`config.mk`:
```
export PLATFORM = sky130hd
export DESIGN_NAME = mem_arbiter
export DESIGN_NICKNAME = d
export VERILOG_FILES = /design/src/accel_pkg.sv /design/src/mem_arbiter.sv
export SDC_FILE = /design/constraint.sdc
export NUM_CORES = 1
export LEC_CHECK = 0
export BUFFER_PORTS_ARGS = -buffer_cell sky130_fd_sc_hd__buf_2
export CAP_MARGIN = 10
export CELL_PAD_IN_SITES_DETAIL_PLACEMENT = 1
export CELL_PAD_IN_SITES_GLOBAL_PLACEMENT = 1
export CORE_MARGIN = 4
export CORE_UTILIZATION = 22
export DETAILED_ROUTE_END_ITERATION = 8
export GPL_TIMING_DRIVEN = 0
export MAX_ROUTING_LAYER = met4
export PLACE_DENSITY_LB_ADDON = 0.05
export SYNTH_ARGS = -nofsm -noshare
export SYNTH_HDL_FRONTEND = slang
export SYNTH_SLANG_ARGS = --single-unit
```
`constraint.sdc`:
```
create_clock -name clk -period 2.1 [get_ports clk]
set_input_delay 0.42 -clock clk [delete_from_list [all_inputs] [get_ports clk]]
set_output_delay 0.42 -clock clk [all_outputs]
set_load 0.01 [all_outputs]
```
`src/accel_pkg.sv`:
```
/* Shared widths, opcodes, FSM states and bus structs of the accelerator.
   Every module imports it with accel_pkg::* in its header. */
package accel_pkg;

  localparam int DATA_W = 32;
  localparam int ADDR_W = 8;
  localparam int LEN_W  = 8;
  localparam int TAG_W  = 4;

  typedef enum logic [2:0] {
    OP_ADD = 3'd0,
    OP_SUB = 3'd1,
    OP_AND = 3'd2,
    OP_XOR = 3'd3,
    OP_SUM = 3'd4,   // Reduction engine
    OP_MAX = 3'd5
  } opcode_e;

  typedef enum logic [2:0] {
    ALU_IDLE, ALU_READ_A, ALU_READ_B, ALU_WRITE, ALU_DONE
  } alu_state_e;

  typedef enum logic [1:0] {
    RED_IDLE, RED_READ, RED_WRITE, RED_DONE
  } red_state_e;

  typedef struct packed {
    logic              we;
    logic [ADDR_W-1:0] addr;
    logic [DATA_W-1:0] wdata;
  } mem_req_t;

  typedef struct packed {
    opcode_e           op;
    logic [TAG_W-1:0]  tag;
    logic [ADDR_W-1:0] src_a;
    logic [ADDR_W-1:0] src_b;   // Unused by reductions
    logic [ADDR_W-1:0] dst;
    logic [LEN_W-1:0]  len;
  } cmd_t;

  typedef struct packed {
    logic [TAG_W-1:0] tag;
    logic             engine;   // 0 vector, 1 reduction
  } cpl_t;

endpackage

```
`src/mem_arbiter.sv`:
```
/* Round-robin arbiter for the scratch memory.
   Grants one of host, vector and reduction requesters per cycle. */
`timescale 1ns/1ps

module mem_arbiter
  import accel_pkg::*;
(
  input  logic     clk,
  input  logic     reset,
  input  logic     host_valid,
  input  logic     alu_valid,
  input  logic     red_valid,
  input  mem_req_t host_req,
  input  mem_req_t alu_req,
  input  mem_req_t red_req,
  output logic     host_grant,
  output logic     alu_grant,
  output logic     red_grant,
  output mem_req_t mem_req,
  output logic     mem_write_en
);

  logic [2:0] valid_vec;
  logic [2:0] grant_vec;
  logic [1:0] ptr;   // Requester with highest priority
  logic [1:0] win;
  logic [1:0] idx;
  logic       any;

  assign valid_vec = {red_valid, alu_valid, host_valid};

  // Search starting at the pointer, wrapping after requester 2
  always_comb begin
    any = 1'b0;
    win = ptr;
    idx = ptr;
    for (int i = 0; i < 3; i++) begin
      if (!any && valid_vec[idx]) begin
        any = 1'b1;
        win = idx;
      end
      idx = (idx == 2'd2) ? 2'd0 : idx + 2'd1;
    end
  end

  assign grant_vec = any ? (3'b001 << win) : 3'b000;
  assign {red_grant, alu_grant, host_grant} = grant_vec;

  always_comb begin
    case (win)
      2'd0:    mem_req = host_req;
      2'd1:    mem_req = alu_req;
      default: mem_req = red_req;
    endcase
  end

  assign mem_write_en = any && mem_req.we;

  always_ff @(posedge clk) begin
    if (reset)
      ptr <= 2'd0;
    else if (any)
      ptr <= (win == 2'd2) ? 2'd0 : win + 2'd1;   // Move past the winner
  end

endmodule

```
; Yosys cells after proc, flatten, opt, wreduce, memory -nomap -nowiden
; Index checks and enable logic that the tools add are counted.
[totals]
ff_bits = 2
elab_cells = 34
[classes]
muxes = 16
n_lt_le_gt_ge = 3
eq_ne = 4
shift = 1
n_addsub = 3
reduce_logical = 6
[op_table]
columns = operator, count
row1 = one-hot mux 41 bit (2 select lines), 1
row2 = 2-to-1 mux 2 bit, 5
row3 = "less-than comparator 2 x 3 -> 1 bit, second input constant", 3
row4 = "adder 2 x 1 -> 2 bit, second input constant", 3
row5 = binary-select mux 1 bit (select 2 bit), 3
row6 = "equality test 2 bit, second input constant", 3
row7 = 2-to-1 mux 1 bit, 6
row8 = logical AND 1 bit, 3
row9 = 2-to-1 mux 3 bit, 1
row10 = "<< shifter 1 x 2 -> 3 bit, first input constant", 1
row11 = "equality test 2 x 1 -> 1 bit, second input constant", 1
row12 = logical NOT 1 bit, 2
row13 = logical NOT 2 bit, 1

; Longest topological paths before layout
[logic_depth]
word_depth = 12
depth_mapped = 7

; Worst setup path before layout
; OpenSTA, ideal clock, no wires.
[synth_path]
kind = reg-to-output
start = register ptr[1]
end = output mem_write_en
arrival_ps = 1513
required_ps = 1680
path_buffers = 2
setup_slack_ps = 167
path_stages_with_launch = 7
path_cell_list = dfxtp_1 > buf_6 > nand2b_4 > a211o_1 > and2_4 > buf_6 > a311oi_1
[synth_via]
elab_chain_len = 12
elab_cells_between_ends = 25
cone_classes = add/sub: 2 / eq/ne: 3 / mux: 14 / reduce/logical: 6
[synth_lines]
columns = element, line
row1 = from (decl), mem_arbiter.sv:25  ; logic [1:0] ptr;
row2 = from (signal assigned), mem_arbiter.sv:63  ; ptr <= (win == 2'd2) ? 2'd0 : win + 2'd1;
row3 = "parallel branches: the longest is 11 deep, another holds adder 2 x 1 -> 2 bit", -
row4 = logical AND 1 bit *, mem_arbiter.sv:57  ; assign mem_write_en = any && mem_req.we;
row5 = to (decl), mem_arbiter.sv:20  ; output logic mem_write_en
; Mark *: on every way between the ends. The select of a mux whose other input is x is not followed.

==> flow_summary.toml <==
[outcome]
outcome = "finished with violations"
violations = "setup timing"

[floorplanning]
floorplan.io_pins = 173
die_area_mm2 = 0.008833
initial_core_util_pct = 22.55
die_h_um = 93.99
placement_rows = 31
floorplan.core_area_mm2 = 0.007214
die_width_um = 93.99

[global_routing]
grt_pass1_wl_um = 12970
via_count_of_the_first_global_routing_pass = 2716
groute.usage.overall_pct = 18.65
grt_start_max_net_pins = 11
grt_overflow_total = 0
antenna_found_initial = 1

[run]
max_cap_violations = 0

[sta]
finalSetupViolCount = 39
final.setup_skew_ns = 0.001804
final_critical_path_setup_slack_ns = -0.06363
tightest_slew_ns = 0.5915
final_period_minus_worst_setup_slack_ns = 2.164
final.setup.tns_ns = -1.249
max_clock_freq_mhz = 462.2
min_period_over_period_pct = 103.0
hold_viol_final = 0
timing.slew.headroom_pct = 60.22
rsz0062_at_grt = "yes"
slew_violations = 0

[synthesis]
netlist.area_leader.share_pct = 22.31
synth_sequential_area_ratio_pct = 2.462
netlist-cell-type-count = 31
yosys.cell_count.top_type = "sky130_fd_sc_hd__a21oi_1"
synth_top_cells_by_area = "sky130_fd_sc_hd__a31oi_2 (22%), sky130_fd_sc_hd__a31oi_4 (13%), sky130_fd_sc_hd__a21oi_1 (13%)"
proportion_of_register_bits_with_asynchronous_set_or_reset_after_synthesis_pct = 0
syn-mean-instance-area_um2 = 7.072
count_of_warnings_emitted_by_yosys = 0
ys_dominant_reg_cell = "sky130_fd_sc_hd__dfxtp_1"
synth_common_cells = "sky130_fd_sc_hd__a21oi_1 (42), sky130_fd_sc_hd__nand3_1 (41), sky130_fd_sc_hd__o21ai_0 (38)"
mappedNetlistArea_mm2 = 0.001627
syn-instance-count = 230
synth_largest_area_cell = "sky130_fd_sc_hd__a31oi_2"
synth_edf_count = 0
mappedNetlistNets = 358
yosys_register_bits = 2

[min_path]
hold_path_class = "primary input to flip-flop"
hold_path_end = "ptr[1]"
whs_path_depth = 2
holdCritStartpoint = "reset"

[routing]
wl_per_cell_um = 17.54
viasPerCell = 5.025
drc = 0
ant_nets = 0
drt_pre_antenna_iters = 4
routed-via-count = 2658
wl_um = 9280
drtIter0Drc = 32

[clock_tree]
clk_slew_on_worst_s_h_paths_ns = 0.03
hold_buf_cts = 0
cts_made_buffers = 3
clock-root-buffer = "sky130_fd_sc_hd__clkbuf_8"
clock_insertion_delay_worst_skew_ns = 0.21
h-tree-depth = 1
clk_path_buf_depth = 2
cts_tree = "yes"
clock_sink_count = 2

[placement]
finalWeightedCongestion = 0.7724
placement.cell_area_mm2 = 0.002611
dpl.hpwl_um = 6289
place.port_buffers = 172

[worst_setup_path]
cp_max_fo = 5
required_arrival_time_at_the_worst_endpoint_ns = 1.68
critical_path_class = "primary input to primary output"
r2r-end = "ptr[0]"
cp_data_arrival_time_ns = 1.74
startpoint_class = "primary input"
crit-reg2reg-launch = "ptr[1]"
rr_worst_depth = 4
endpoint_kind_of_the_worst_setup_timing_path = "primary output"
setup_slack_on_the_worst_flop_to_flop_path_ns = 1.08

[finish]
regMostFlops = "ptr"
largest_register_ffs = 2
final_nets = 559
reg.largest.list = "ptr: 2 flops"
final_layout_size_suffix_gt1_share_pct = 77.39
area_growth_pct = 137.4
design_area_mm2 = 0.003861

[power_and_ir_drop]
vdd_ir_drop_max_v = 0.0004188
power_density_mw_per_mm2 = 367.3
p_leak_nw = 1.599
-- through the flow --
step                      instances  util, %  setup slack (ns)  hold slack (ns)  power (W)
after global routing            529    53.52           -0.1460           0.3930   0.001520
final                           529    53.52          -0.06363           0.3872   0.001418
after CTS                       518    46.51          -0.07943           0.3829   0.001245
after detailed placement        501    36.19           -0.2982           0.6115  0.0008812
after global placement          501    36.19           -0.2882           0.6109  0.0008734
after floorplan                 230        -            0.1671           0.4993  0.0005510
-- routing by layer --
| metal | track usage [%] | routed length, um | vias up |
|---|---|---|---|
| li1 | - | - | 1299 |
| met1 | 22.54 | 3830 | 1245 |
| met2 | 33.59 | 4853 | 98 |
| met3 | 1.603 | 435 | 16 |
| met4 | 4.091 | 161 | 0 |
| met5 | - | 0 | - |
-- final cells by class --
class                      count  area [um^2]
antenna                        1        2.502
buffer                        28        377.9
clock buffer                   3        41.29
fill                         884         3353
inverter                       3        11.26
multi-input combinational    196         1914
sequential                     2        47.55
tap                           99        123.9
timing repair buffer         197         1343
-- layout by cell type, fill, tap and decap left out, drive strengths merged --
| cell | instances |
|---|---|
| o21ai | 45 |
| clkbuf | 23 |
| o21a | 1 |
| buf | 205 |
| nor3 | 1 |
| inv | 3 |
| a311oi | 1 |
| a21oi | 42 |
| nor2 | 4 |
| dfxtp | 2 |
| diode | 1 |
| a21o | 2 |
| a211o | 1 |
| and2b | 1 |
| nand2 | 4 |
| a21boi | 1 |
| nor2b | 2 |
| and2 | 3 |
| or3b | 1 |
| nand3 | 41 |
| a31oi | 41 |
| nand2b | 3 |
| and3 | 2 |
-- where the power goes --
part,switching (W),internal (W),total (W),leakage [nW]
Clock,0.0000286,0.000121,0.000150,0.0216
Sequential,0.00000538,0.0000409,0.0000463,0.0178
Combinational,0.000572,0.000650,0.00122,1.56
-- repair_timing --
action,4_1_cts,5_1_grt
gates resized for setup,177,56
pin swaps,13,19
gates cloned,3,9
setup buffers,13,1
endpoints found under the setup margin,43,43
-- cell families after synthesis --
| group | count (synthesis) | synth area share (%) |
|---|---|---|
| AND/OR/NAND/NOR | 61 | 19.92 |
| flip-flops | 2 | 2.462 |
| AO/OA/AOI/OAI | 134 | 66.38 |
| buffers and inverters | 33 | 11.23 |
-- critical path: stages --
cell and delay [ns]:
sky130_fd_sc_hd__buf_12 0.11, sky130_fd_sc_hd__or3b_4 0.41, sky130_fd_sc_hd__o21ai_4 0.09, sky130_fd_sc_hd__buf_6 0.17
sky130_fd_sc_hd__clkbuf_16 0.15, sky130_fd_sc_hd__o21ai_2 0.05, sky130_fd_sc_hd__a31oi_1 0.18, sky130_fd_sc_hd__buf_2 0.17
-- worst max path at each step --
stage | from | end | slack [ns] | cells after the start
after global placement | red_valid | mem_req[26] | -0.29 | 7
after detailed placement | red_valid | mem_req[26] | -0.30 | 7
after global routing | host_valid | mem_req[4] | -0.15 | 8
after CTS | red_valid | mem_write_en | -0.08 | 7
final | host_valid | mem_req[4] | -0.06 | 8
after floorplan | ptr[1] | mem_write_en | 0.17 | 6
No activity file was read; power rests on OpenSTA's default activity.
