[src/accel_pkg.sv]
/* Shared widths, opcodes, FSM states and bus structs of the accelerator.
   Every module imports it with accel_pkg::* in its header. */
package accel_pkg;

  localparam int DATA_W = 32;
  localparam int ADDR_W = 8;
  localparam int LEN_W  = 8;
  localparam int TAG_W  = 4;

  typedef enum logic [2:0] {
    OP_ADD = 3'd0,
    OP_SUB = 3'd1,
    OP_AND = 3'd2,
    OP_XOR = 3'd3,
    OP_SUM = 3'd4,   // Reduction engine
    OP_MAX = 3'd5
  } opcode_e;

  typedef enum logic [2:0] {
    ALU_IDLE, ALU_READ_A, ALU_READ_B, ALU_WRITE, ALU_DONE
  } alu_state_e;

  typedef enum logic [1:0] {
    RED_IDLE, RED_READ, RED_WRITE, RED_DONE
  } red_state_e;

  typedef struct packed {
    logic              we;
    logic [ADDR_W-1:0] addr;
    logic [DATA_W-1:0] wdata;
  } mem_req_t;

  typedef struct packed {
    opcode_e           op;
    logic [TAG_W-1:0]  tag;
    logic [ADDR_W-1:0] src_a;
    logic [ADDR_W-1:0] src_b;   // Unused by reductions
    logic [ADDR_W-1:0] dst;
    logic [LEN_W-1:0]  len;
  } cmd_t;

  typedef struct packed {
    logic [TAG_W-1:0] tag;
    logic             engine;   // 0 vector, 1 reduction
  } cpl_t;

endpackage

[src/vec_alu_engine.sv]
/* Elementwise vector engine, dst[i] = a[i] op b[i].
   Started by the dispatcher; holds done until it is acknowledged. */
`timescale 1ns/1ps

module vec_alu_engine
  import accel_pkg::*;
(
  input  logic              clk,
  input  logic              reset,
  input  logic              start,
  input  cmd_t              cmd,
  output logic              busy,
  output logic              done,
  input  logic              done_ack,
  output logic              req_valid,
  output mem_req_t          req,
  input  logic              grant,
  input  logic [DATA_W-1:0] rdata,
  output logic [TAG_W-1:0]  tag
);

  alu_state_e        state;
  cmd_t              cur;
  logic [LEN_W-1:0]  idx;
  logic [LEN_W-1:0]  idx_next;
  logic [DATA_W-1:0] op_a;
  logic [DATA_W-1:0] result;

  function automatic logic [DATA_W-1:0] alu_op(input opcode_e op,
                                               input logic [DATA_W-1:0] a,
                                               input logic [DATA_W-1:0] b);
    case (op)
      OP_SUB:  return a - b;
      OP_AND:  return a & b;
      OP_XOR:  return a ^ b;
      default: return a + b;
    endcase
  endfunction

  assign idx_next = idx + 1'b1;

  // FSM --------------------
  always_ff @(posedge clk) begin
    if (reset) begin
      state <= ALU_IDLE;
      idx   <= '0;
    end else begin
      case (state)
        ALU_IDLE: begin
          if (start) begin
            idx   <= '0;
            state <= (cmd.len == '0) ? ALU_DONE : ALU_READ_A;
          end
        end
        ALU_READ_A: begin
          if (grant)
            state <= ALU_READ_B;
        end
        ALU_READ_B: begin
          if (grant)
            state <= ALU_WRITE;
        end
        ALU_WRITE: begin
          if (grant) begin
            idx   <= idx_next;
            state <= (idx_next == cur.len) ? ALU_DONE : ALU_READ_A;
          end
        end
        ALU_DONE: begin
          if (done_ack)
            state <= ALU_IDLE;
        end
        default: state <= ALU_IDLE;
      endcase
    end
  end

  // Operands and result
  always_ff @(posedge clk) begin
    if (state == ALU_IDLE && start)
      cur <= cmd;
    if (state == ALU_READ_A && grant)
      op_a <= rdata;
    if (state == ALU_READ_B && grant)
      result <= alu_op(cur.op, op_a, rdata);
  end

  // Memory request --------------------
  always_comb begin
    req_valid = 1'b0;
    req       = '0;
    case (state)
      ALU_READ_A: begin
        req_valid = 1'b1;
        req.addr  = cur.src_a + ADDR_W'(idx);
      end
      ALU_READ_B: begin
        req_valid = 1'b1;
        req.addr  = cur.src_b + ADDR_W'(idx);
      end
      ALU_WRITE: begin
        req_valid = 1'b1;
        req.we    = 1'b1;
        req.addr  = cur.dst + ADDR_W'(idx);
        req.wdata = result;
      end
      default: ;
    endcase
  end

  assign busy = (state != ALU_IDLE);
  assign done = (state == ALU_DONE);
  assign tag  = cur.tag;

endmodule

[config.mk]
export PLATFORM = sky130hd
export DESIGN_NAME = vec_alu_engine
export DESIGN_NICKNAME = d
export VERILOG_FILES = /design/src/accel_pkg.sv /design/src/vec_alu_engine.sv
export SDC_FILE = /design/constraint.sdc
export NUM_CORES = 1
export LEC_CHECK = 0
export ABC_AREA = 1
export BUFFER_PORTS_ARGS = -buffer_cell sky130_fd_sc_hd__buf_4
export CAP_MARGIN = 20
export CORE_MARGIN = 2
export CORE_UTILIZATION = 32
export DETAILED_ROUTE_END_ITERATION = 10
export PLACE_DENSITY = 0.59
export SLEW_MARGIN = 15
export SYNTH_ARGS = -nofsm -noshare
export SYNTH_HDL_FRONTEND = slang
export SYNTH_SLANG_ARGS = --single-unit
export TNS_END_PERCENT = 50
[constraint.sdc]
create_clock -name clk -period 4.4 [get_ports clk]
set_input_delay 0.22 -clock clk [delete_from_list [all_inputs] [get_ports clk]]
set_output_delay 0.22 -clock clk [all_outputs]
set_load 0.01 [all_outputs]
Word level (Yosys, flattened, before mapping). Cells that the tools add are included.

Word-level logic and storage cells: 57. Bits of input ports: 76. Flip-flop bits (word level): 114.

Reductions and logical operators: 10. Mux-type cells: 16. Bitwise logic cells: 2. Equality and inequality tests: 13. Add/sub/neg operators: 6.

Operators by type and width (count): 32-bit one-hot mux with 3 select lines (1); 32-bit adder (1); 32-bit AND (1); 32-bit 2-to-1 mux (1); 32-bit subtractor (1); 32-bit XOR (1); 8-bit adder (3); 8-bit one-hot mux with 3 select lines (1); 3-bit 2-to-1 mux (7); 8-bit 2-to-1 mux (2); 8-bit one-hot mux with 2 select lines (1); 3-bit one-hot mux with 5 select lines (1); 3-bit by 2-bit equality test with 1-bit output, second input constant (4); 8-bit by 1-bit adder with 8-bit output, second input constant (1); 8-bit equality test (1); 8-bit logical NOT (1); 2-bit != test, second input constant (4); 3-bit by 1-bit equality test with 1-bit output, second input constant (2); 5-bit AND reduction (1); 3-bit equality test, second input constant (1); 1-bit logical AND (3); 3-bit logical NOT (1); 3-bit AND reduction (1); 3-bit nonzero test (1); 4 further kinds (5).

Logic depth before layout (Yosys ltp).
Depth in word-level cells: 5. Gate-level depth with buffers: 21.

Worst setup path after synthesis. Ideal clock, no wire load.

Path type: reg2reg. Start point: reg state[0]. End point: reg op_a[0], enable pin. Clock period less this slack: 4.132 ns. Path slack: 0.268 ns. Library setup time: 0.502 ns. Stages on the path, launching flop included: 3. Arrival: 3.631 ns. Path buffers: 0. Required time: 3.898 ns. Cells stage by stage: dfxtp_1 -> inv_2 -> nor4_1.

Longest elaborated chain between the ends: 2.

RTL lines: from (decl) (RTL line vec_alu_engine.sv:22) `alu_state_e state;`; from (signal assigned) (RTL line vec_alu_engine.sv:52) `state <= (cmd.len == '0) ? ALU_DONE : ALU_READ_A;`; from (signal assigned) (RTL line vec_alu_engine.sv:66) `state <= (idx_next == cur.len) ? ALU_DONE : ALU_READ_A;`; 3-bit by 1-bit equality test with 1-bit output (RTL line vec_alu_engine.sv:82) `if (state == ALU_READ_A && grant)`; 1-bit logical AND (RTL line vec_alu_engine.sv:82); to (signal assigned) (RTL line vec_alu_engine.sv:83) `op_a <= rdata;`; to (decl) (RTL line vec_alu_engine.sv:26) `logic [DATA_W-1:0] op_a;`.

No other way between the ends. A chain may end at the register's enable or synchronous reset.

==> results.cfg <==
[run_status]
status = completed

[synth]
synth_ff_type = edfxtp_1
syn-instance-count = 1034
synthAdderAreaFrac = 0.113
synth_top_family_by_area = simple AND/OR/NAND/NOR gates
ys_top_cells_by_area = edfxtp_1 (37%), ha_1 (11%), nand2_1 (9.6%)
syn_area_per_cell_sq_um = 8.05
netlist_area_sq_mm = 0.00832
yosys-top-cells-count = nand2_1 (212), nor2_1 (129), inv_1 (128)
synth_cell_type_count = 44
ys_seq_area_frac = 0.398
synth_top_area_share = 0.372
ys_warn_count = 0
synth_xor_area_frac = 0.0421
yosys.area_share.simple = 0.247
synth_edf_count = 103
syn_nets = 1184
synth_mux_area_frac = 0
synth_async_sr_flop_share = 0
synth_top_cell_by_area = edfxtp_1
synth-compound-area-share = 0.126
yosysMostFrequentCell = nand2_1
ys_ff_latch = 114

[final_layout]
final_area_sq_mm = 0.0108
multi_input_area_sq_mm = 0.00442
fin_nets = 1366
fill_cells = 2596
final_util = 0.417
area_growth_pct = 29.3
num_antenna_cells = 0
final_layout_size_suffix_gt1_frac = 0.165
ff_latch_area_sq_mm = 0.00331

[global_route]
track_usage = 0.182
grt_pass1_vias = 7341
overflow = 0
grt_pass1_wl_mm = 37.8
grt_max_degree = 40
antenna_found_initial = 0

[cts]
root_buffer = clkbuf_16
cts_buffer_depth = 2
clock_sinks = 114
cts_setup_buffers = 0
cts_made_buffers = 17
cts_tree = done
clock_latency_ps = 430
cts.clk_slew.worst_paths_ps = 60
cts.htree.levels = 4

[route]
drt_first_pass_iters = 5
drtAntennaViolNets = 0
drt_iter0_markers = 530
vias = 7700
drc = 0
vias_per_cell = 4.92
wl_per_cell_microns = 15.8
wl_mm = 24.7

[worst_hold_path]
min_path_type = in -> reg
hold_depth = 1

[setup_path]
crit_arrival_ps = 3560
r2r_cells = 16
worstSetupEndpointType = output pin
worstSetupPathType = reg -> out
crit_fanout = 34
critical_path_required_ps = 4180
start_kind = flip-flop

[placement]
portBuffers = 123
postPlaceCellArea_sq_mm = 0.00963
gp_congestion = 0.963
hpwl_mm = 18.8

[timing]
slew_headroom = 0.348
period_share = 0.859
rsz0062_at_grt = no
setup_tns_ps = 0
hold_viol_final = 0
worst_pin_slew_ps = 975
period_needed_ps = 3780
finalSetupViolations = 0
whs_ps = 22.4
max_freq_mhz = 265
fin_skew_ps = 14.0
final_max_slew_viol_count = 0

[die]
io_pins = 124
die_w_microns = 165
rows = 59
design.die.area_sq_mm = 0.0273
coreArea_sq_mm = 0.0258
start_util = 0.323
die_h_microns = 165

[pwr]
cellPowerDensity_mw_per_mm2 = 473
peakVddDrop_mv = 0.309
cellLeakagePower_nw = 4.77

[flow_run]
maxCapViolations = 0
-- routing by layer --
layer	global-route usage	routed length, microns	vias to the layer above
li1	-	-	3865
met1	0.232	11000	3561
met2	0.314	11900	249
met3	0.0390	1450	25
met4	0.0451	390	0
met5	0	0	-
-- per-stage QoR --
step,power [mW],instances,worst slack [ps]
after floorplan,3.00,1034,268
after global placement,3.70,1477,1040
after detailed placement,3.72,1477,974
after CTS,5.10,1561,575
after global routing,5.44,1564,157
final,5.08,1564,622
-- state kept, by name, summed over array words and instances, names as in the netlist --
name	cells
result	32
op_a	32
state	3
cur	35
idx	8
tag	4
-- what timing repair did --
item	4_1_cts	5_1_grt
endpoints found under the hold margin	52	2
hold buffers	52	2
gates resized for setup	0	0
-- logic make-up (layout without fill, tap and decap cells) --
| logic type | count (synthesis) | after routing |
|---|---|---|
| AOI/OAI and AO/OA | 181 | 181 |
| xor gates and xnor gates | 40 | 40 |
| adders and majority gates | 74 | 74 |
| buffers and inverters | 157 | 352 |
| DFF | 114 | 114 |
| and+or+nand+nor | 468 | 468 |
-- layout by cell type, fill, tap and decap left out, types with 6 or more instances in the layout --
master	n
a21oi_1	73
a22oi_1	31
buf_4	128
clkbuf_16	17
clkinvlp_4	6
dfxtp_1	11
dlygate4sd3_1	54
edfxtp_1	103
ha_1	72
inv_1	128
inv_2	9
nand2_1	212
nand3_1	64
nand3b_1	6
nand4_1	14
nor2_1	126
nor2_2	6
nor2_4	10
nor3_1	12
o21ai_0	50
o21ai_1	8
xnor2_1	12
xor2_1	28
-- path summary, 6_finish.rpt --
path                  from  slack (ps)          to
hold reg to reg     idx[7]         500      idx[7]
setup / recovery  state[2]         620     req[38]
hold / removal    rdata[7]          20     op_a[7]
setup reg to reg   cur[36]        1140  result[20]
-- worst max-delay path: stages (launching register included) --
cell	delay, ps
dfxtp_1	460
inv_2	120
nand3_4	70
buf_4	370
nand2_1	120
inv_2	160
nand2_1	70
nand3_1	90
ha_1	170
inv_1	50
fa_1	380
nor2_1	150
o21ai_0	120
a21boi_0	260
nor2_1	60
nor2_1	90
nor2_1	50
xor2_1	130
nor2_1	80
buf_4	120
-- where the power goes --
part	leakage (nW)	total [mW]	internal (mW)	switching, mW
Sequential	1.04	1.58	1.48	0.101
Clock	0.258	1.33	0.779	0.547
Combinational	3.47	2.17	0.781	1.39
Total	4.77	5.08	3.04	2.04
-- final cells by class --
| class | instances | share of cell area |
|---|---|---|
| Clock buffer | 17 | 0.0396 |
| Clock inverter | 15 | 0.0128 |
| Inverter | 137 | 0.0478 |
| Multi-Input combinational cell | 763 | 0.411 |
| Sequential cell | 114 | 0.308 |
| Tap cell | 335 | 0.0390 |
| Timing Repair Buffer | 183 | 0.141 |
Power figures use the tool's default switching activity.
