File: src/accel_pkg.sv
/* Shared widths, opcodes, FSM states and bus structs of the accelerator.
   Every module imports it with accel_pkg::* in its header. */
package accel_pkg;

  localparam int DATA_W = 32;
  localparam int ADDR_W = 8;
  localparam int LEN_W  = 8;
  localparam int TAG_W  = 4;

  typedef enum logic [2:0] {
    OP_ADD = 3'd0,
    OP_SUB = 3'd1,
    OP_AND = 3'd2,
    OP_XOR = 3'd3,
    OP_SUM = 3'd4,   // Reduction engine
    OP_MAX = 3'd5
  } opcode_e;

  typedef enum logic [2:0] {
    ALU_IDLE, ALU_READ_A, ALU_READ_B, ALU_WRITE, ALU_DONE
  } alu_state_e;

  typedef enum logic [1:0] {
    RED_IDLE, RED_READ, RED_WRITE, RED_DONE
  } red_state_e;

  typedef struct packed {
    logic              we;
    logic [ADDR_W-1:0] addr;
    logic [DATA_W-1:0] wdata;
  } mem_req_t;

  typedef struct packed {
    opcode_e           op;
    logic [TAG_W-1:0]  tag;
    logic [ADDR_W-1:0] src_a;
    logic [ADDR_W-1:0] src_b;   // Unused by reductions
    logic [ADDR_W-1:0] dst;
    logic [LEN_W-1:0]  len;
  } cmd_t;

  typedef struct packed {
    logic [TAG_W-1:0] tag;
    logic             engine;   // 0 vector, 1 reduction
  } cpl_t;

endpackage

File: src/cmd_dispatch.sv
/* In-order command queue with credit return, opcode routing to the
   two engines, and merging of their done signals into completions. */
`timescale 1ns/1ps

module cmd_dispatch
  import accel_pkg::*;
#(
  parameter int CMD_DEPTH = 4
) (
  input  logic             clk,
  input  logic             reset,
  input  logic             cmd_valid,
  input  cmd_t             cmd,
  output logic             cmd_credit,
  output logic             alu_start,
  output logic             red_start,
  output cmd_t             dispatch_cmd,
  input  logic             alu_busy,
  input  logic             red_busy,
  input  logic             alu_done,
  input  logic             red_done,
  input  logic [TAG_W-1:0] alu_tag,
  input  logic [TAG_W-1:0] red_tag,
  output logic             alu_ack,
  output logic             red_ack,
  output logic             cpl_valid,
  output cpl_t             cpl
);

  localparam int PTR_W = (CMD_DEPTH > 1) ? $clog2(CMD_DEPTH) : 1;
  localparam int CNT_W = $clog2(CMD_DEPTH + 1);

  cmd_t             queue [CMD_DEPTH];
  cmd_t             head;
  logic [PTR_W-1:0] wr_ptr;
  logic [PTR_W-1:0] rd_ptr;
  logic [CNT_W-1:0] count;
  logic             full;
  logic             empty;
  logic             push;
  logic             pop;
  logic             head_is_red;

  function automatic logic [PTR_W-1:0] ptr_inc(input logic [PTR_W-1:0] p);
    return (p == PTR_W'(CMD_DEPTH - 1)) ? '0 : p + 1'b1;
  endfunction

  // Queue --------------------
  assign full  = (count == CNT_W'(CMD_DEPTH));
  assign empty = (count == '0);
  assign push  = cmd_valid && !full;

  always_ff @(posedge clk) begin
    if (push)
      queue[wr_ptr] <= cmd;
  end

  always_ff @(posedge clk) begin
    if (reset) begin
      wr_ptr <= '0;
      rd_ptr <= '0;
      count  <= '0;
    end else begin
      if (push)
        wr_ptr <= ptr_inc(wr_ptr);
      if (pop)
        rd_ptr <= ptr_inc(rd_ptr);
      if (push && !pop)
        count <= count + 1'b1;
      else if (pop && !push)
        count <= count - 1'b1;
    end
  end

  // Head waits for its own engine
  assign head        = queue[rd_ptr];
  assign head_is_red = (head.op == OP_SUM) || (head.op == OP_MAX);
  assign pop         = !empty && (head_is_red ? !red_busy : !alu_busy);

  assign alu_start    = pop && !head_is_red;
  assign red_start    = pop && head_is_red;
  assign dispatch_cmd = head;
  assign cmd_credit   = pop;   // One credit back per dispatch

  // Completions --------------------
  assign alu_ack = alu_done;
  assign red_ack = red_done && !alu_done;   // Vector engine first

  always_ff @(posedge clk) begin
    if (reset)
      cpl_valid <= 1'b0;
    else
      cpl_valid <= alu_ack || red_ack;
  end

  always_ff @(posedge clk) begin
    if (alu_ack)
      cpl <= '{tag: alu_tag, engine: 1'b0};
    else if (red_ack)
      cpl <= '{tag: red_tag, engine: 1'b1};
  end

endmodule

File: config.mk
export PLATFORM = sky130hd
export DESIGN_NAME = cmd_dispatch
export DESIGN_NICKNAME = d
export VERILOG_FILES = /design/src/accel_pkg.sv /design/src/cmd_dispatch.sv
export SDC_FILE = /design/constraint.sdc
export NUM_CORES = 1
export LEC_CHECK = 0
export ABC_AREA = 1
export BUFFER_PORTS_ARGS = -buffer_cell sky130_fd_sc_hd__clkbuf_2
export CAP_MARGIN = 30
export CORE_AREA = 3 3 109 111
export DETAILED_ROUTE_END_ITERATION = 10
export DIE_AREA = 0 0 112 114
export GPL_TIMING_DRIVEN = 0
export PLACE_DENSITY = 0.79
export SLEW_MARGIN = 0
export SYNTH_ARGS = -nofsm -noshare
export SYNTH_HDL_FRONTEND = slang
export SYNTH_SLANG_ARGS = --single-unit
File: constraint.sdc
create_clock -name clk -period 8.3 [get_ports clk]
set_clock_uncertainty 0.05 [all_clocks]
set_input_delay 1.66 -clock clk [delete_from_list [all_inputs] [get_ports clk]]
set_output_delay 1.66 -clock clk [all_outputs]
set_load 0.005 [all_outputs]
# ---- Word level (Yosys, flattened, before mapping)
# Memory sizes are Yosys's and may differ from the RTL's. A register that Yosys moved wholly into a read port is not among the register bits.
# Cells that the tools add are included.
dict set report classes {
  add_sub_neg 4
  muxes 11
  n_eq_ne 5
  n_reduce_logical 20
}
# operator n
set op_table {}
lappend op_table {{two-way mux 5 bit} 2}
lappend op_table {{equality test 3 bit (second input constant)} 3}
lappend op_table {{zero test 1 bit} 8}
lappend op_table {{two-way mux 2 bit} 4}
lappend op_table {{logical AND 1 bit} 7}
lappend op_table {{two-way mux 3 bit} 2}
lappend op_table {{adder 2 x 1 -> 2 bit (second input constant)} 2}
lappend op_table {{equality test 2 bit (second input constant)} 2}
lappend op_table {{nonzero test 2 bit} 2}
lappend op_table {{adder 3 x 1 -> 3 bit (second input constant)} 1}
lappend op_table {{zero test 3 bit} 1}
lappend op_table {{two-way mux 1 bit} 3}
lappend op_table {{subtractor 3 x 1 -> 3 bit (second input constant)} 1}
lappend op_table {{logical OR 1 bit} 2}
dict set report totals {
  word_cells 47
  inputBits 54
  mem_count 1
  register_bits 13
  ram_bits 156
  out_inout_bits 50
}
# memory depth word_bits read_ports rd_ports_with_merged_regs write_ports line_no
set mem_list {}
lappend mem_list {queue 4 39 1 1 1 cmd_dispatch.sv:33} ;# cmd_t queue [CMD_DEPTH];

# ---- Depth between registers and ports, before layout
dict set report depth {
  ltp_word 7
  depth_mapped 16
  ltp_nobuf 16
}

# ---- Worst setup path after synthesis
# OpenSTA, ideal clock, no wires.
dict set report synth_timing {
  kind {input-to-reg}
  startpoint {in cmd_valid}
  endpoint {mem queue[0][0] in the netlist's numbering (enable)}
  slack_ns 4.377
  arrival_ns 3.438
  path_buffers 0
  cell_stages 2
  required_time_ns 7.815
  setup_time_ns 0.435
  cell_sequence {o31ai_2 nor2_1}
}
dict set report synth_via {
  elab_chain_len 3
}
# element line_no
set synth_rtl {}
lappend synth_rtl {{start, declared} cmd_dispatch.sv:12} ;# input logic cmd_valid,
lappend synth_rtl {{logical AND 1 bit} cmd_dispatch.sv:51} ;# assign push = cmd_valid && !full;
lappend synth_rtl {{two-way mux 1 bit} cmd_dispatch.sv:54} ;# if (push)
lappend synth_rtl {{two-way mux 1 bit (implied by the code)} cmd_dispatch.sv:55} ;# queue[wr_ptr] <= cmd;
lappend synth_rtl {{end, declared} cmd_dispatch.sv:33}
# Every way passes these cells.

==> flow_metrics.py <==
metrics = {
    "pwr": {
        "combinationalPowerShare_pct": 28.8,
        "switchingPower_mw": 0.852,
        "internal_power_mw": 1.84,
        "power_leakage_nw": 2.95,
        "swShare_pct": 31.6,
        "power.share.clock_pct": 31.1,
        "p_per_area_mw_per_mm2": 339,
        "peakVddDrop_v": 0.000168,
        "seq_power_share_pct": 40.1,
    },
    "setup_path": {
        "cp-start-kind": "register",
        "worst_ep_arrival_time_ns": 2.48,
        "r2r_slack_ns": 5.85,
        "r2r_end": "count[1]",
        "worst_path_max_delay_cell": "clkbuf_1",
        "critPathTopFamily": "buffers and inverters",
        "cp_num_buf_inv": 4,
        "cp-end-kind": "output port",
        "critPathMostFrequentCell": "clkbuf_1",
        "path_depth": 6,
        "critPathRequiredTime_ns": 6.59,
        "path_class": "register to output port",
        "rr_worst_depth": 13,
        "path_max_fanout": 10,
        "crit_chain": "inv_1 -> clkbuf_1 -> clkbuf_1 -> o21ai_0 -> o22ai_1 -> clkbuf_2",
        "critPathMaxStageDelay_ns": 0.44,
    },
    "grt": {
        "grt_overflow": 0,
        "antenna_found_initial": 0,
        "grt_util_all_layers_pct": 22.2,
        "grt_pass1_vias": 4344,
        "grt_first_pass_wirelength_um": 21400,
        "grt_max_degree": 28,
    },
    "final_layout": {
        "layout_commonest_cell": "edfxtp_1",
        "fill_cells": 689,
        "antenna_cells": 0,
        "final_nets": 660,
        "seqCellArea_mm2": 0.00502,
        "drive_gt1_share_pct": 25.5,
        "layout_common_cells": "edfxtp_1 (160), clkbuf_2 (103), nor2_1 (84)",
        "area_growth_pct": 22.1,
        "multi_input_area_mm2": 0.00133,
    },
    "timing": {
        "hold_violations": 0,
        "maxSlewHeadroom_pct": 58.0,
        "setup_viol": 0,
        "timing.fmax_mhz": 239,
        "grt_setup_unrepaired": "no",
        "tightest_slew_ns": 0.629,
        "fin_setup_tns_ns": 0,
        "setup_slack_ns": 4.11,
        "slew_viol_final": 0,
        "fin_crit_ns": 4.19,
        "hold_ws_ns": 0.428,
        "post-route-period-util_pct": 50.4,
    },
    "worst_hold_path": {
        "min-delay-start": "cpl[0]",
        "hp-class": "register to register",
        "min_to": "cpl[0]",
        "whs_path_depth": 2,
    },
    "clocking": {
        "cts_resized": 0,
        "path_clk_slew_ns": 0.07,
        "hold_buffers": 0,
        "cts_tree": "yes",
        "htree_num_levels": 4,
        "cts.path.max_buffers": 2,
        "cts_root_buf": "clkbuf_8",
        "post_cts_buffers": 0,
        "clock_latency_ns": 0.53,
        "cts_buffers": 17,
        "clock-sinks": 171,
    },
    "synthesis": {
        "yosys_warnings": 0,
        "syn_nets": 533,
        "synth_cell_types": 25,
        "synthCells": 472,
        "ys_seq_area_share_pct": 77.1,
        "ys_ff_latch": 171,
        "synth_area_mm2": 0.00652,
        "avgSynthCellArea_um2": 13.8,
    },
    "detailed_routing": {
        "vias": 4291,
        "drt-pass1-iter-count": 5,
        "avgViaCountPerCell": 5.71,
        "antenna_left": 0,
        "routed_wl_um": 13800,
        "remaining_drc_errors": 0,
        "wl_per_cell_um": 18.3,
        "first_iter_violations": 378,
    },
    "floorplan": {
        "die_h_um": 114,
        "dieWidth_um": 112,
        "dieArea_mm2": 0.0128,
        "io_pins": 104,
        "initial_core_util_pct": 59.8,
        "placementRows": 38,
        "core-area_mm2": 0.0109,
    },
    "place": {
        "pre_cts_slack_ns": 4.23,
        "gp_congestion": 0.753,
        "portBuffers": 103,
        "dp_hpwl_um": 8710,
    },
    "run": {
        "drv_cap": 0,
    },
    "outcome": {
        "status": "finished clean",
    },
}
-- Yosys cell counts (all sizes together) --
master	number	area share, %
buf	3	0.36
clkbuf	22	1.3
o22ai	37	3.6
o31ai	1	0.19
dfxtp	11	3.4
edfxtp	160	74
nand3	6	0.69
a21oi	6	0.46
a21boi	1	0.17
inv	24	1.4
fa	1	0.31
a22o	4	0.54
a211oi	1	0.12
ha	6	1.2
or2	1	0.096
nand4	2	0.19
nand2	19	1.2
nor2	89	5.2
o21ai	78	6.0
-- final cells by class --
class	instances	share of cell area [%]
Sequential cell	171	63.1
Tap cell	140	2.20
Timing Repair Buffer	108	7.58
Multi-Input combinational cell	252	16.6
Inverter	24	1.13
Buffer	25	1.34
Clock inverter	14	2.72
Clock buffer	18	5.25
-- worst max path at each step --
stage	from	to	slack [ns]
2_1_floorplan	cmd_valid	queue[0][0]	4.38
3_3_place_gp	cmd_valid	queue[0][22]	3.07
3_5_place_dp	alu_busy	red_start	4.23
4_1_cts	register	dispatch_cmd[20]	4.16
5_1_grt	register	dispatch_cmd[20]	4.00
6_report	register	dispatch_cmd[20]	4.11
-- state kept, by name, summed over array words and instances (netlist names), named ones only --
| signal | cells |
|---|---|
| rd_ptr | 2 |
| cpl | 5 |
| wr_ptr | 2 |
| queue | 156 |
| count | 3 |
| cpl_valid | 1 |
-- stage by stage --
stage	utilization, %	instances	power (mW)	area (µm²)
6_report	73.1	752	2.69	7960
4_1_cts	73.0	751	2.71	7950
5_1_grt	73.1	752	2.83	7960
3_5_place_dp	67.2	719	1.87	7320
3_3_place_gp	66.2	715	1.83	7210
2_1_floorplan	-	472	1.52	6520
-- routing by layer --
| layer | track usage (%) | part of all wire (%) |
|---|---|---|
| met5 | 0 | 0 |
| met4 | 10.3 | 2.6 |
| met3 | 7.32 | 7.9 |
| met2 | 37.6 | 51 |
| met1 | 26.0 | 39 |
-- power groups by stage --
stage	Clock, mW	Sequential (mW)	Combinational [mW]
after floorplan	0	1.09	0.431
after global routing	0.888	1.09	0.858
after detailed placement	0	1.10	0.772
final	0.838	1.08	0.776
after global placement	0	1.10	0.726
after CTS	0.846	1.08	0.782
-- worst register-to-register path: cells and delay by family, from the launching register on --
kind	cells	cell delay (ns)
compound gates	2	0.21
fa+ha+maj	2	0.61
buf+inv	3	0.37
flops	1	0.52
simple gates	6	0.59
-- cell families after synthesis --
logic type	synth area share, %
AO/OA/AOI/OAI	11.0
buffers and inverters	3.01
adder cells (fa/ha/maj)	1.46
AND/OR/NAND/NOR	7.39
flip-flops	77.1
(Power assumes the default switching activity.)
