## src/accel_pkg.sv

```systemverilog
/* Shared widths, opcodes, FSM states and bus structs of the accelerator.
   Every module imports it with accel_pkg::* in its header. */
package accel_pkg;

  localparam int DATA_W = 32;
  localparam int ADDR_W = 8;
  localparam int LEN_W  = 8;
  localparam int TAG_W  = 4;

  typedef enum logic [2:0] {
    OP_ADD = 3'd0,
    OP_SUB = 3'd1,
    OP_AND = 3'd2,
    OP_XOR = 3'd3,
    OP_SUM = 3'd4,   // Reduction engine
    OP_MAX = 3'd5
  } opcode_e;

  typedef enum logic [2:0] {
    ALU_IDLE, ALU_READ_A, ALU_READ_B, ALU_WRITE, ALU_DONE
  } alu_state_e;

  typedef enum logic [1:0] {
    RED_IDLE, RED_READ, RED_WRITE, RED_DONE
  } red_state_e;

  typedef struct packed {
    logic              we;
    logic [ADDR_W-1:0] addr;
    logic [DATA_W-1:0] wdata;
  } mem_req_t;

  typedef struct packed {
    opcode_e           op;
    logic [TAG_W-1:0]  tag;
    logic [ADDR_W-1:0] src_a;
    logic [ADDR_W-1:0] src_b;   // Unused by reductions
    logic [ADDR_W-1:0] dst;
    logic [LEN_W-1:0]  len;
  } cmd_t;

  typedef struct packed {
    logic [TAG_W-1:0] tag;
    logic             engine;   // 0 vector, 1 reduction
  } cpl_t;

endpackage

```

## src/vec_reduce_engine.sv

```systemverilog
/* Reduction engine writing the sum or unsigned maximum of a vector
   to a single destination word. */
`timescale 1ns/1ps

module vec_reduce_engine
  import accel_pkg::*;
(
  input  logic              clk,
  input  logic              reset,
  input  logic              start,
  input  cmd_t              cmd,
  output logic              busy,
  output logic              done,
  input  logic              done_ack,
  output logic              req_valid,
  output mem_req_t          req,
  input  logic              grant,
  input  logic [DATA_W-1:0] rdata,
  output logic [TAG_W-1:0]  tag
);

  red_state_e        state;
  cmd_t              cur;
  logic [LEN_W-1:0]  idx;
  logic [LEN_W-1:0]  idx_next;
  logic [DATA_W-1:0] acc;

  function automatic logic [DATA_W-1:0] reduce_op(input opcode_e op,
                                                  input logic [DATA_W-1:0] a,
                                                  input logic [DATA_W-1:0] x);
    if (op == OP_MAX)
      return (x > a) ? x : a;
    return a + x;   // Wraps at 32 bits
  endfunction

  assign idx_next = idx + 1'b1;

  always_ff @(posedge clk) begin
    if (reset) begin
      state <= RED_IDLE;
      idx   <= '0;
    end else begin
      case (state)
        RED_IDLE: begin
          if (start) begin
            idx   <= '0;
            state <= (cmd.len == '0) ? RED_DONE : RED_READ;
          end
        end
        RED_READ: begin
          if (grant) begin
            idx   <= idx_next;
            state <= (idx_next == cur.len) ? RED_WRITE : RED_READ;
          end
        end
        RED_WRITE: begin
          if (grant)
            state <= RED_DONE;
        end
        default: begin
          if (done_ack)
            state <= RED_IDLE;
        end
      endcase
    end
  end

  // Accumulator seeded with 0 for a sum, first element for a max
  always_ff @(posedge clk) begin
    if (state == RED_IDLE && start) begin
      cur <= cmd;
      acc <= '0;
    end
    if (state == RED_READ && grant) begin
      if (cur.op == OP_MAX && idx == '0)
        acc <= rdata;
      else
        acc <= reduce_op(cur.op, acc, rdata);
    end
  end

  assign req_valid = (state == RED_READ) || (state == RED_WRITE);
  assign req.we    = (state == RED_WRITE);
  assign req.addr  = (state == RED_WRITE) ? cur.dst : cur.src_a + ADDR_W'(idx);
  assign req.wdata = acc;

  assign busy = (state != RED_IDLE);
  assign done = (state == RED_DONE);
  assign tag  = cur.tag;

endmodule

```

## config.mk

```make
export PLATFORM = sky130hd
export DESIGN_NAME = vec_reduce_engine
export DESIGN_NICKNAME = d
export VERILOG_FILES = /design/src/accel_pkg.sv /design/src/vec_reduce_engine.sv
export SDC_FILE = /design/constraint.sdc
export NUM_CORES = 1
export LEC_CHECK = 0
export ABC_AREA = 1
export BUFFER_PORTS_ARGS = -buffer_cell sky130_fd_sc_hd__buf_4
export CAP_MARGIN = 20
export CORE_MARGIN = 2
export CORE_UTILIZATION = 52
export DETAILED_ROUTE_END_ITERATION = 10
export PLACE_DENSITY = 0.89
export SYNTH_ARGS = -nofsm -noshare
export SYNTH_HDL_FRONTEND = slang
export SYNTH_SLANG_ARGS = --single-unit
```

## constraint.sdc

```tcl
create_clock -name clk -period 3.05 [get_ports clk]
set_input_delay 0.1525 -clock clk [delete_from_list [all_inputs] [get_ports clk]]
set_output_delay 0.1525 -clock clk [all_outputs]
set_load 0.05 [all_outputs]
```

# Yosys cells after proc, flatten, opt, wreduce, memory -nomap -nowiden
# Index checks and enable logic that the tools add are counted.
[totals]
input_bits = 76
out_inout_bits = 48
word_cells = 55
register_bits = 73
[op_classes]
n_mux = 20
addsub = 3
n_eq_ne = 9
magnitude_cmp = 1
reduce_logical = 14
[op_table]
columns = ["operator", "count"]
rows = [
  ["$mux W32", 6],
  ["$add A32 B32 Y32", 1],
  ["$gt A32 B32 Y1", 1],
  ["$mux W8", 3],
  ["$logic_not A8 Y1", 2],
  ["$pmux W8 S2", 1],
  ["$mux W2", 6],
  ["$add A8 B1 Y8 const B", 1],
  ["$add A8 B8 Y8", 1],
  ["$eq A8 B8 Y1", 1],
  ["$pmux W2 S3", 1],
  ["$reduce_bool A2 Y1", 3],
  ["$ne A5 B5 Y1 const B", 1],
  ["$eq A2 B2 Y1 const B", 2],
  ["$ne A2 B2 Y1 const B", 2],
  ["$reduce_and A4 Y1", 1],
  ["$reduce_bool A4 Y1", 1],
  ["$eq A3 B3 Y1 const B", 1],
  ["$logic_and A1 B1 Y1", 3],
  ["$mux W1", 3],
  ["$reduce_and A3 Y1", 1],
  ["$eq A2 B1 Y1 const B", 1],
  ["$logic_not A2 Y1", 1],
  ["$ne A2 B1 Y1 const B", 1],
  ["other kinds (2)", 2],
]

# Longest topological paths before layout
[depth]
word_depth = 7
mapped_depth = 15
ltp_nobuf = 15

# Least setup slack after synthesis
# Ideal clock, no wire load.
[synth_timing]
path_type = "flip-flop to flip-flop"
from = "reg acc[29]"
to = "reg acc[0] (enable)"
setup_time_ps = 430
path_buffers = 0
setup_slack_ps = -713
arrival_time_ps = 3333
stages_incl_launch_ff = 11
period_less_slack_ps = 3763
t_required_ps = 2620
cell_sequence = "edfxtp_1 inv_1 ha_1 inv_1 nor3_1 nand2_1 nor4_2 nand2_1 nand2_1 nand2_1 a21boi_1"
[synth_between]
elab_chain_len = 3
[synth_rtl]
columns = ["item", "line_no", "text"]
rows = [
  ["start: declaration", "vec_reduce_engine.sv:26", "logic [DATA_W-1:0] acc;"],
  ["start signal: assignment", "vec_reduce_engine.sv:76", "acc <= rdata;"],
  ["start signal: assignment", "vec_reduce_engine.sv:78", "acc <= reduce_op(cur.op, acc, rdata);"],
  ["$gt A32 B32 Y1", "vec_reduce_engine.sv:32", "return (x > a) ? x : a;"],
  ["$ne A5 B5 Y1 (no line)", "n/a", ""],
  ["$reduce_and A2 Y1 (no line)", "n/a", ""],
]
# Every way passes these cells.
# A chain may end at the register's enable or synchronous reset.

==> results.py <==
metrics = {
    "logic_synthesis": {
        "syn_nets": 1090,
        "synth_commonest_cells": "219 x sky130_fd_sc_hd__nand2_1, 149 x sky130_fd_sc_hd__inv_1, 126 x sky130_fd_sc_hd__nor2_1",
        "syn-cell-area_mm2": 0.00662,
        "async_flop_share_pct": 0,
        "yosys.cell_types.count": 45,
        "most_used_standard_cell_by_instance_count_after_synthesis": "sky130_fd_sc_hd__nand2_1",
        "yosysSeqAreaShare_pct": 31.6,
        "synthCells": 936,
        "synth.yosys.warnings": 0,
        "synth_area_leader_cell": "sky130_fd_sc_hd__edfxtp_1",
        "synth_enable_flop_cells": 63,
        "average_footprint_of_a_synthesized_cell_um2": 7.07,
        "post_synth_main_area_contributors": "sky130_fd_sc_hd__edfxtp_1 29%, sky130_fd_sc_hd__ha_1 14%, sky130_fd_sc_hd__nand2_1 12%",
        "synth-seq-cells": 73,
        "synth_top_area_share_pct": 28.6,
        "yosys_most_used_dff": "sky130_fd_sc_hd__edfxtp_1",
    },
    "cts": {
        "cts_tree": "done",
        "h-tree-depth": 3,
        "post-cts-setup-buffer-count": 0,
        "clock_sink_count": 73,
        "clock_insertion_delay_worst_skew_ns": 0.35,
        "number_of_clock_buffers_inserted_by_tritoncts": 9,
        "clk_transition_reported_paths_ns": 0.06,
        "clockBufferDepth": 2,
        "clock-root-buffer": "sky130_fd_sc_hd__clkbuf_16",
    },
    "sta": {
        "final_setup_violation_count": 0,
        "timing.final.crit_share_pct": 90.8,
        "max_clock_freq_ghz": 0.361,
        "period_needed_ns": 2.77,
        "worstMarginPinSlew_ns": 0.560,
        "slew-limit-headroom_pct": 62.7,
        "hold_violations": 0,
        "clock-skew-final_ns": 0.00696,
        "rsz_0062_raised_after_global_routing": "false",
        "fin_tns_setup_ns": 0,
        "drv_slew": 0,
    },
    "finish": {
        "layout_cell_share_with_drive_strength_beyond_1_pct": 16.7,
        "final-seq-area_mm2": 0.00209,
        "flow.area_growth_from_synthesis_pct": 25.3,
        "multi_input_comb_area_mm2": 0.00382,
        "final_area_mm2": 0.00829,
        "fillCellCount": 1085,
        "insertedDiodeCount": 0,
        "layout.nets": 1236,
    },
    "route": {
        "drt_iter0_drc": 468,
        "ant_nets": 0,
        "drt-pass1-iter-count": 6,
        "detail_route.wirelength_um": 18400,
        "drt-wirelength-per-cell_um": 14.6,
        "remaining_drc_errors": 0,
        "vias_per_cell": 5.22,
        "route.vias.total": 6574,
    },
    "global_route": {
        "grt_pass1_vias": 6376,
        "grt_start_max_net_pins": 32,
        "global_route_total_overflow": 0,
        "grt_util_all_layers_pct": 27.3,
        "global_route_wire_length_before_repair_um": 28900,
        "number_of_antenna_violations_at_the_first_check_in_global_routing": 0,
    },
    "worst_setup_path": {
        "critical_path.max_fanout": 6,
        "worst_ep_required_time_ns": 2.90,
        "crit_arrival_ns": 2.62,
        "setup.worst_path.end_class": "output pin",
        "critical_path_class": "reg2out",
        "critPathLaunchType": "register",
        "critical_path.startpoint": "idx[0]",
        "source_of_the_worst_register_to_register_timing_path": "acc[29]",
    },
    "power": {
        "pwr-share-comb_pct": 46.9,
        "cellLeakagePower_nw": 4.25,
        "power.switching_w": 0.00203,
        "seq_power_share_pct": 28.9,
        "power.density_cell_area_mw_per_mm2": 563,
        "power.ir.vdd_worst_v": 0.000399,
        "post-layout-total-power_w": 0.00467,
        "netSwitchingFraction_pct": 43.5,
        "internal_power_w": 0.00264,
        "power.clock.fraction_pct": 24.1,
    },
    "floorplan": {
        "die_width_um": 117,
        "initial_utilization_pct": 52.9,
        "die-area_mm2": 0.0136,
        "die_h_um": 117,
        "core_area_mm2": 0.0125,
        "ios": 124,
        "placement_rows": 41,
    },
    "worst_hold_path": {
        "min-delay-path-class": "in2reg",
        "holdCritStartpoint": "reset",
    },
    "place": {
        "port_buffers": 115,
        "placed_cell_area_mm2": 0.00767,
        "final_weighted_congestion_in_routability_driven_placement": 1.02,
        "dp.final_hpwl_um": 13600,
    },
    "flow_run": {
        "drv_cap": 0,
    },
    "run_status": {
        "outcome": "completed",
    },
}
[critical path, stage by stage, from the launching register on]
cell and delay [ns]:
sky130_fd_sc_hd__dfxtp_1 0.46, sky130_fd_sc_hd__ha_1 0.22, sky130_fd_sc_hd__inv_1 0.06, sky130_fd_sc_hd__fa_1 0.35, sky130_fd_sc_hd__inv_1 0.08, sky130_fd_sc_hd__nand2_1 0.07
sky130_fd_sc_hd__nand2_1 0.06, sky130_fd_sc_hd__nand2_1 0.04, sky130_fd_sc_hd__nand2_1 0.08, sky130_fd_sc_hd__nand2_1 0.08, sky130_fd_sc_hd__nand2_1 0.07, sky130_fd_sc_hd__a21oi_1 0.06
sky130_fd_sc_hd__or2_2 0.27, sky130_fd_sc_hd__a31oi_1 0.14, sky130_fd_sc_hd__buf_4 0.22
[power groups by stage]
stage	combinational (W)	sequential [W]	clock [W]
after floorplan	0.00128	0.00161	0
after global placement	0.00208	0.00136	0
after detailed placement	0.00211	0.00137	0
after CTS	0.00216	0.00135	0.00113
after global routing	0.00240	0.00137	0.00117
final	0.00219	0.00135	0.00113
[worst paths after layout]
path	endpoint	slack, ns	depth (start not counted)
max reg2reg	acc[23]	0.47	11
min reg2reg	idx[7]	0.51	2
max	req[38]	0.28	14
min	state[1]	0.05	2
[final cells by class]
| class | count | area share, % |
|---|---|---|
| clock buffer | 10 | 2.88 |
| inverter | 163 | 7.38 |
| multi-input combinational | 682 | 46.1 |
| tap | 172 | 2.60 |
| timing repair buffer | 153 | 14.9 |
| sequential | 73 | 25.2 |
| clock inverter | 6 | 0.891 |
[kinds of logic after synthesis]
family | synth area share (%)
AND/OR/NAND/NOR | 28.9
flip-flops | 31.6
buffers and inverters | 10.9
XOR/XNOR | 2.25
adder cells (fa/ha/maj) | 15.0
AO/OA/AOI/OAI | 11.4
[sequential cells by signal, indices dropped and copies added (netlist names)]
signal / flops
tag: 4
idx: 8
state: 2
acc: 32
cur: 27
[cell usage in the layout (no fill, tap or decap), drive strengths merged, types with 2 or more instances in the layout]
cell type    netlist  layout
a211oi             4       4
a21oi             65      65
a31oi              4       4
buf               11     122
clkbuf             6      10
clkinv             1       2
clkinvlp           0       2
dfxtp             10      10
dlygate4sd3        0      31
edfxtp            63      63
fa                 2       2
ha                76      76
inv              162     164
nand2            223     223
nand3             64      64
nand3b             2       2
nand4              9       9
nor2             132     132
nor3              14      14
nor4               5       5
o211ai             5       5
o21ai             48      48
o21bai             4       4
or2                4       4
xnor2              5       5
xor2              12      12
[stage by stage]
| stage | utilization (%) | hold WS [ns] | instances | setup slack (ns) |
|---|---|---|---|---|
| after floorplan | - | 0.251 | 936 | 0.194 |
| after global placement | 61.2 | 0.331 | 1212 | 0.598 |
| after detailed placement | 61.2 | 0.332 | 1212 | 0.541 |
| after CTS | 66.2 | 0.0420 | 1259 | 0.322 |
| after global routing | 66.2 | 0.0565 | 1259 | 0.0870 |
| final | 66.2 | 0.0460 | 1259 | 0.280 |
[repair_timing]
action                                 in CTS  in global routing
hold buffers                               31                  0
endpoints found under the hold margin      31                  0
gates resized for setup                     0                  0
[metal layers]
metal	vias to the layer above	track usage, %	routed length, um
met5	-	0	0
met4	0	13.3	684
met3	50	4.17	1120
met2	250	48.9	9040
met1	2965	31.8	7530
li1	3309	-	-
Power figures use the tool's default switching activity.
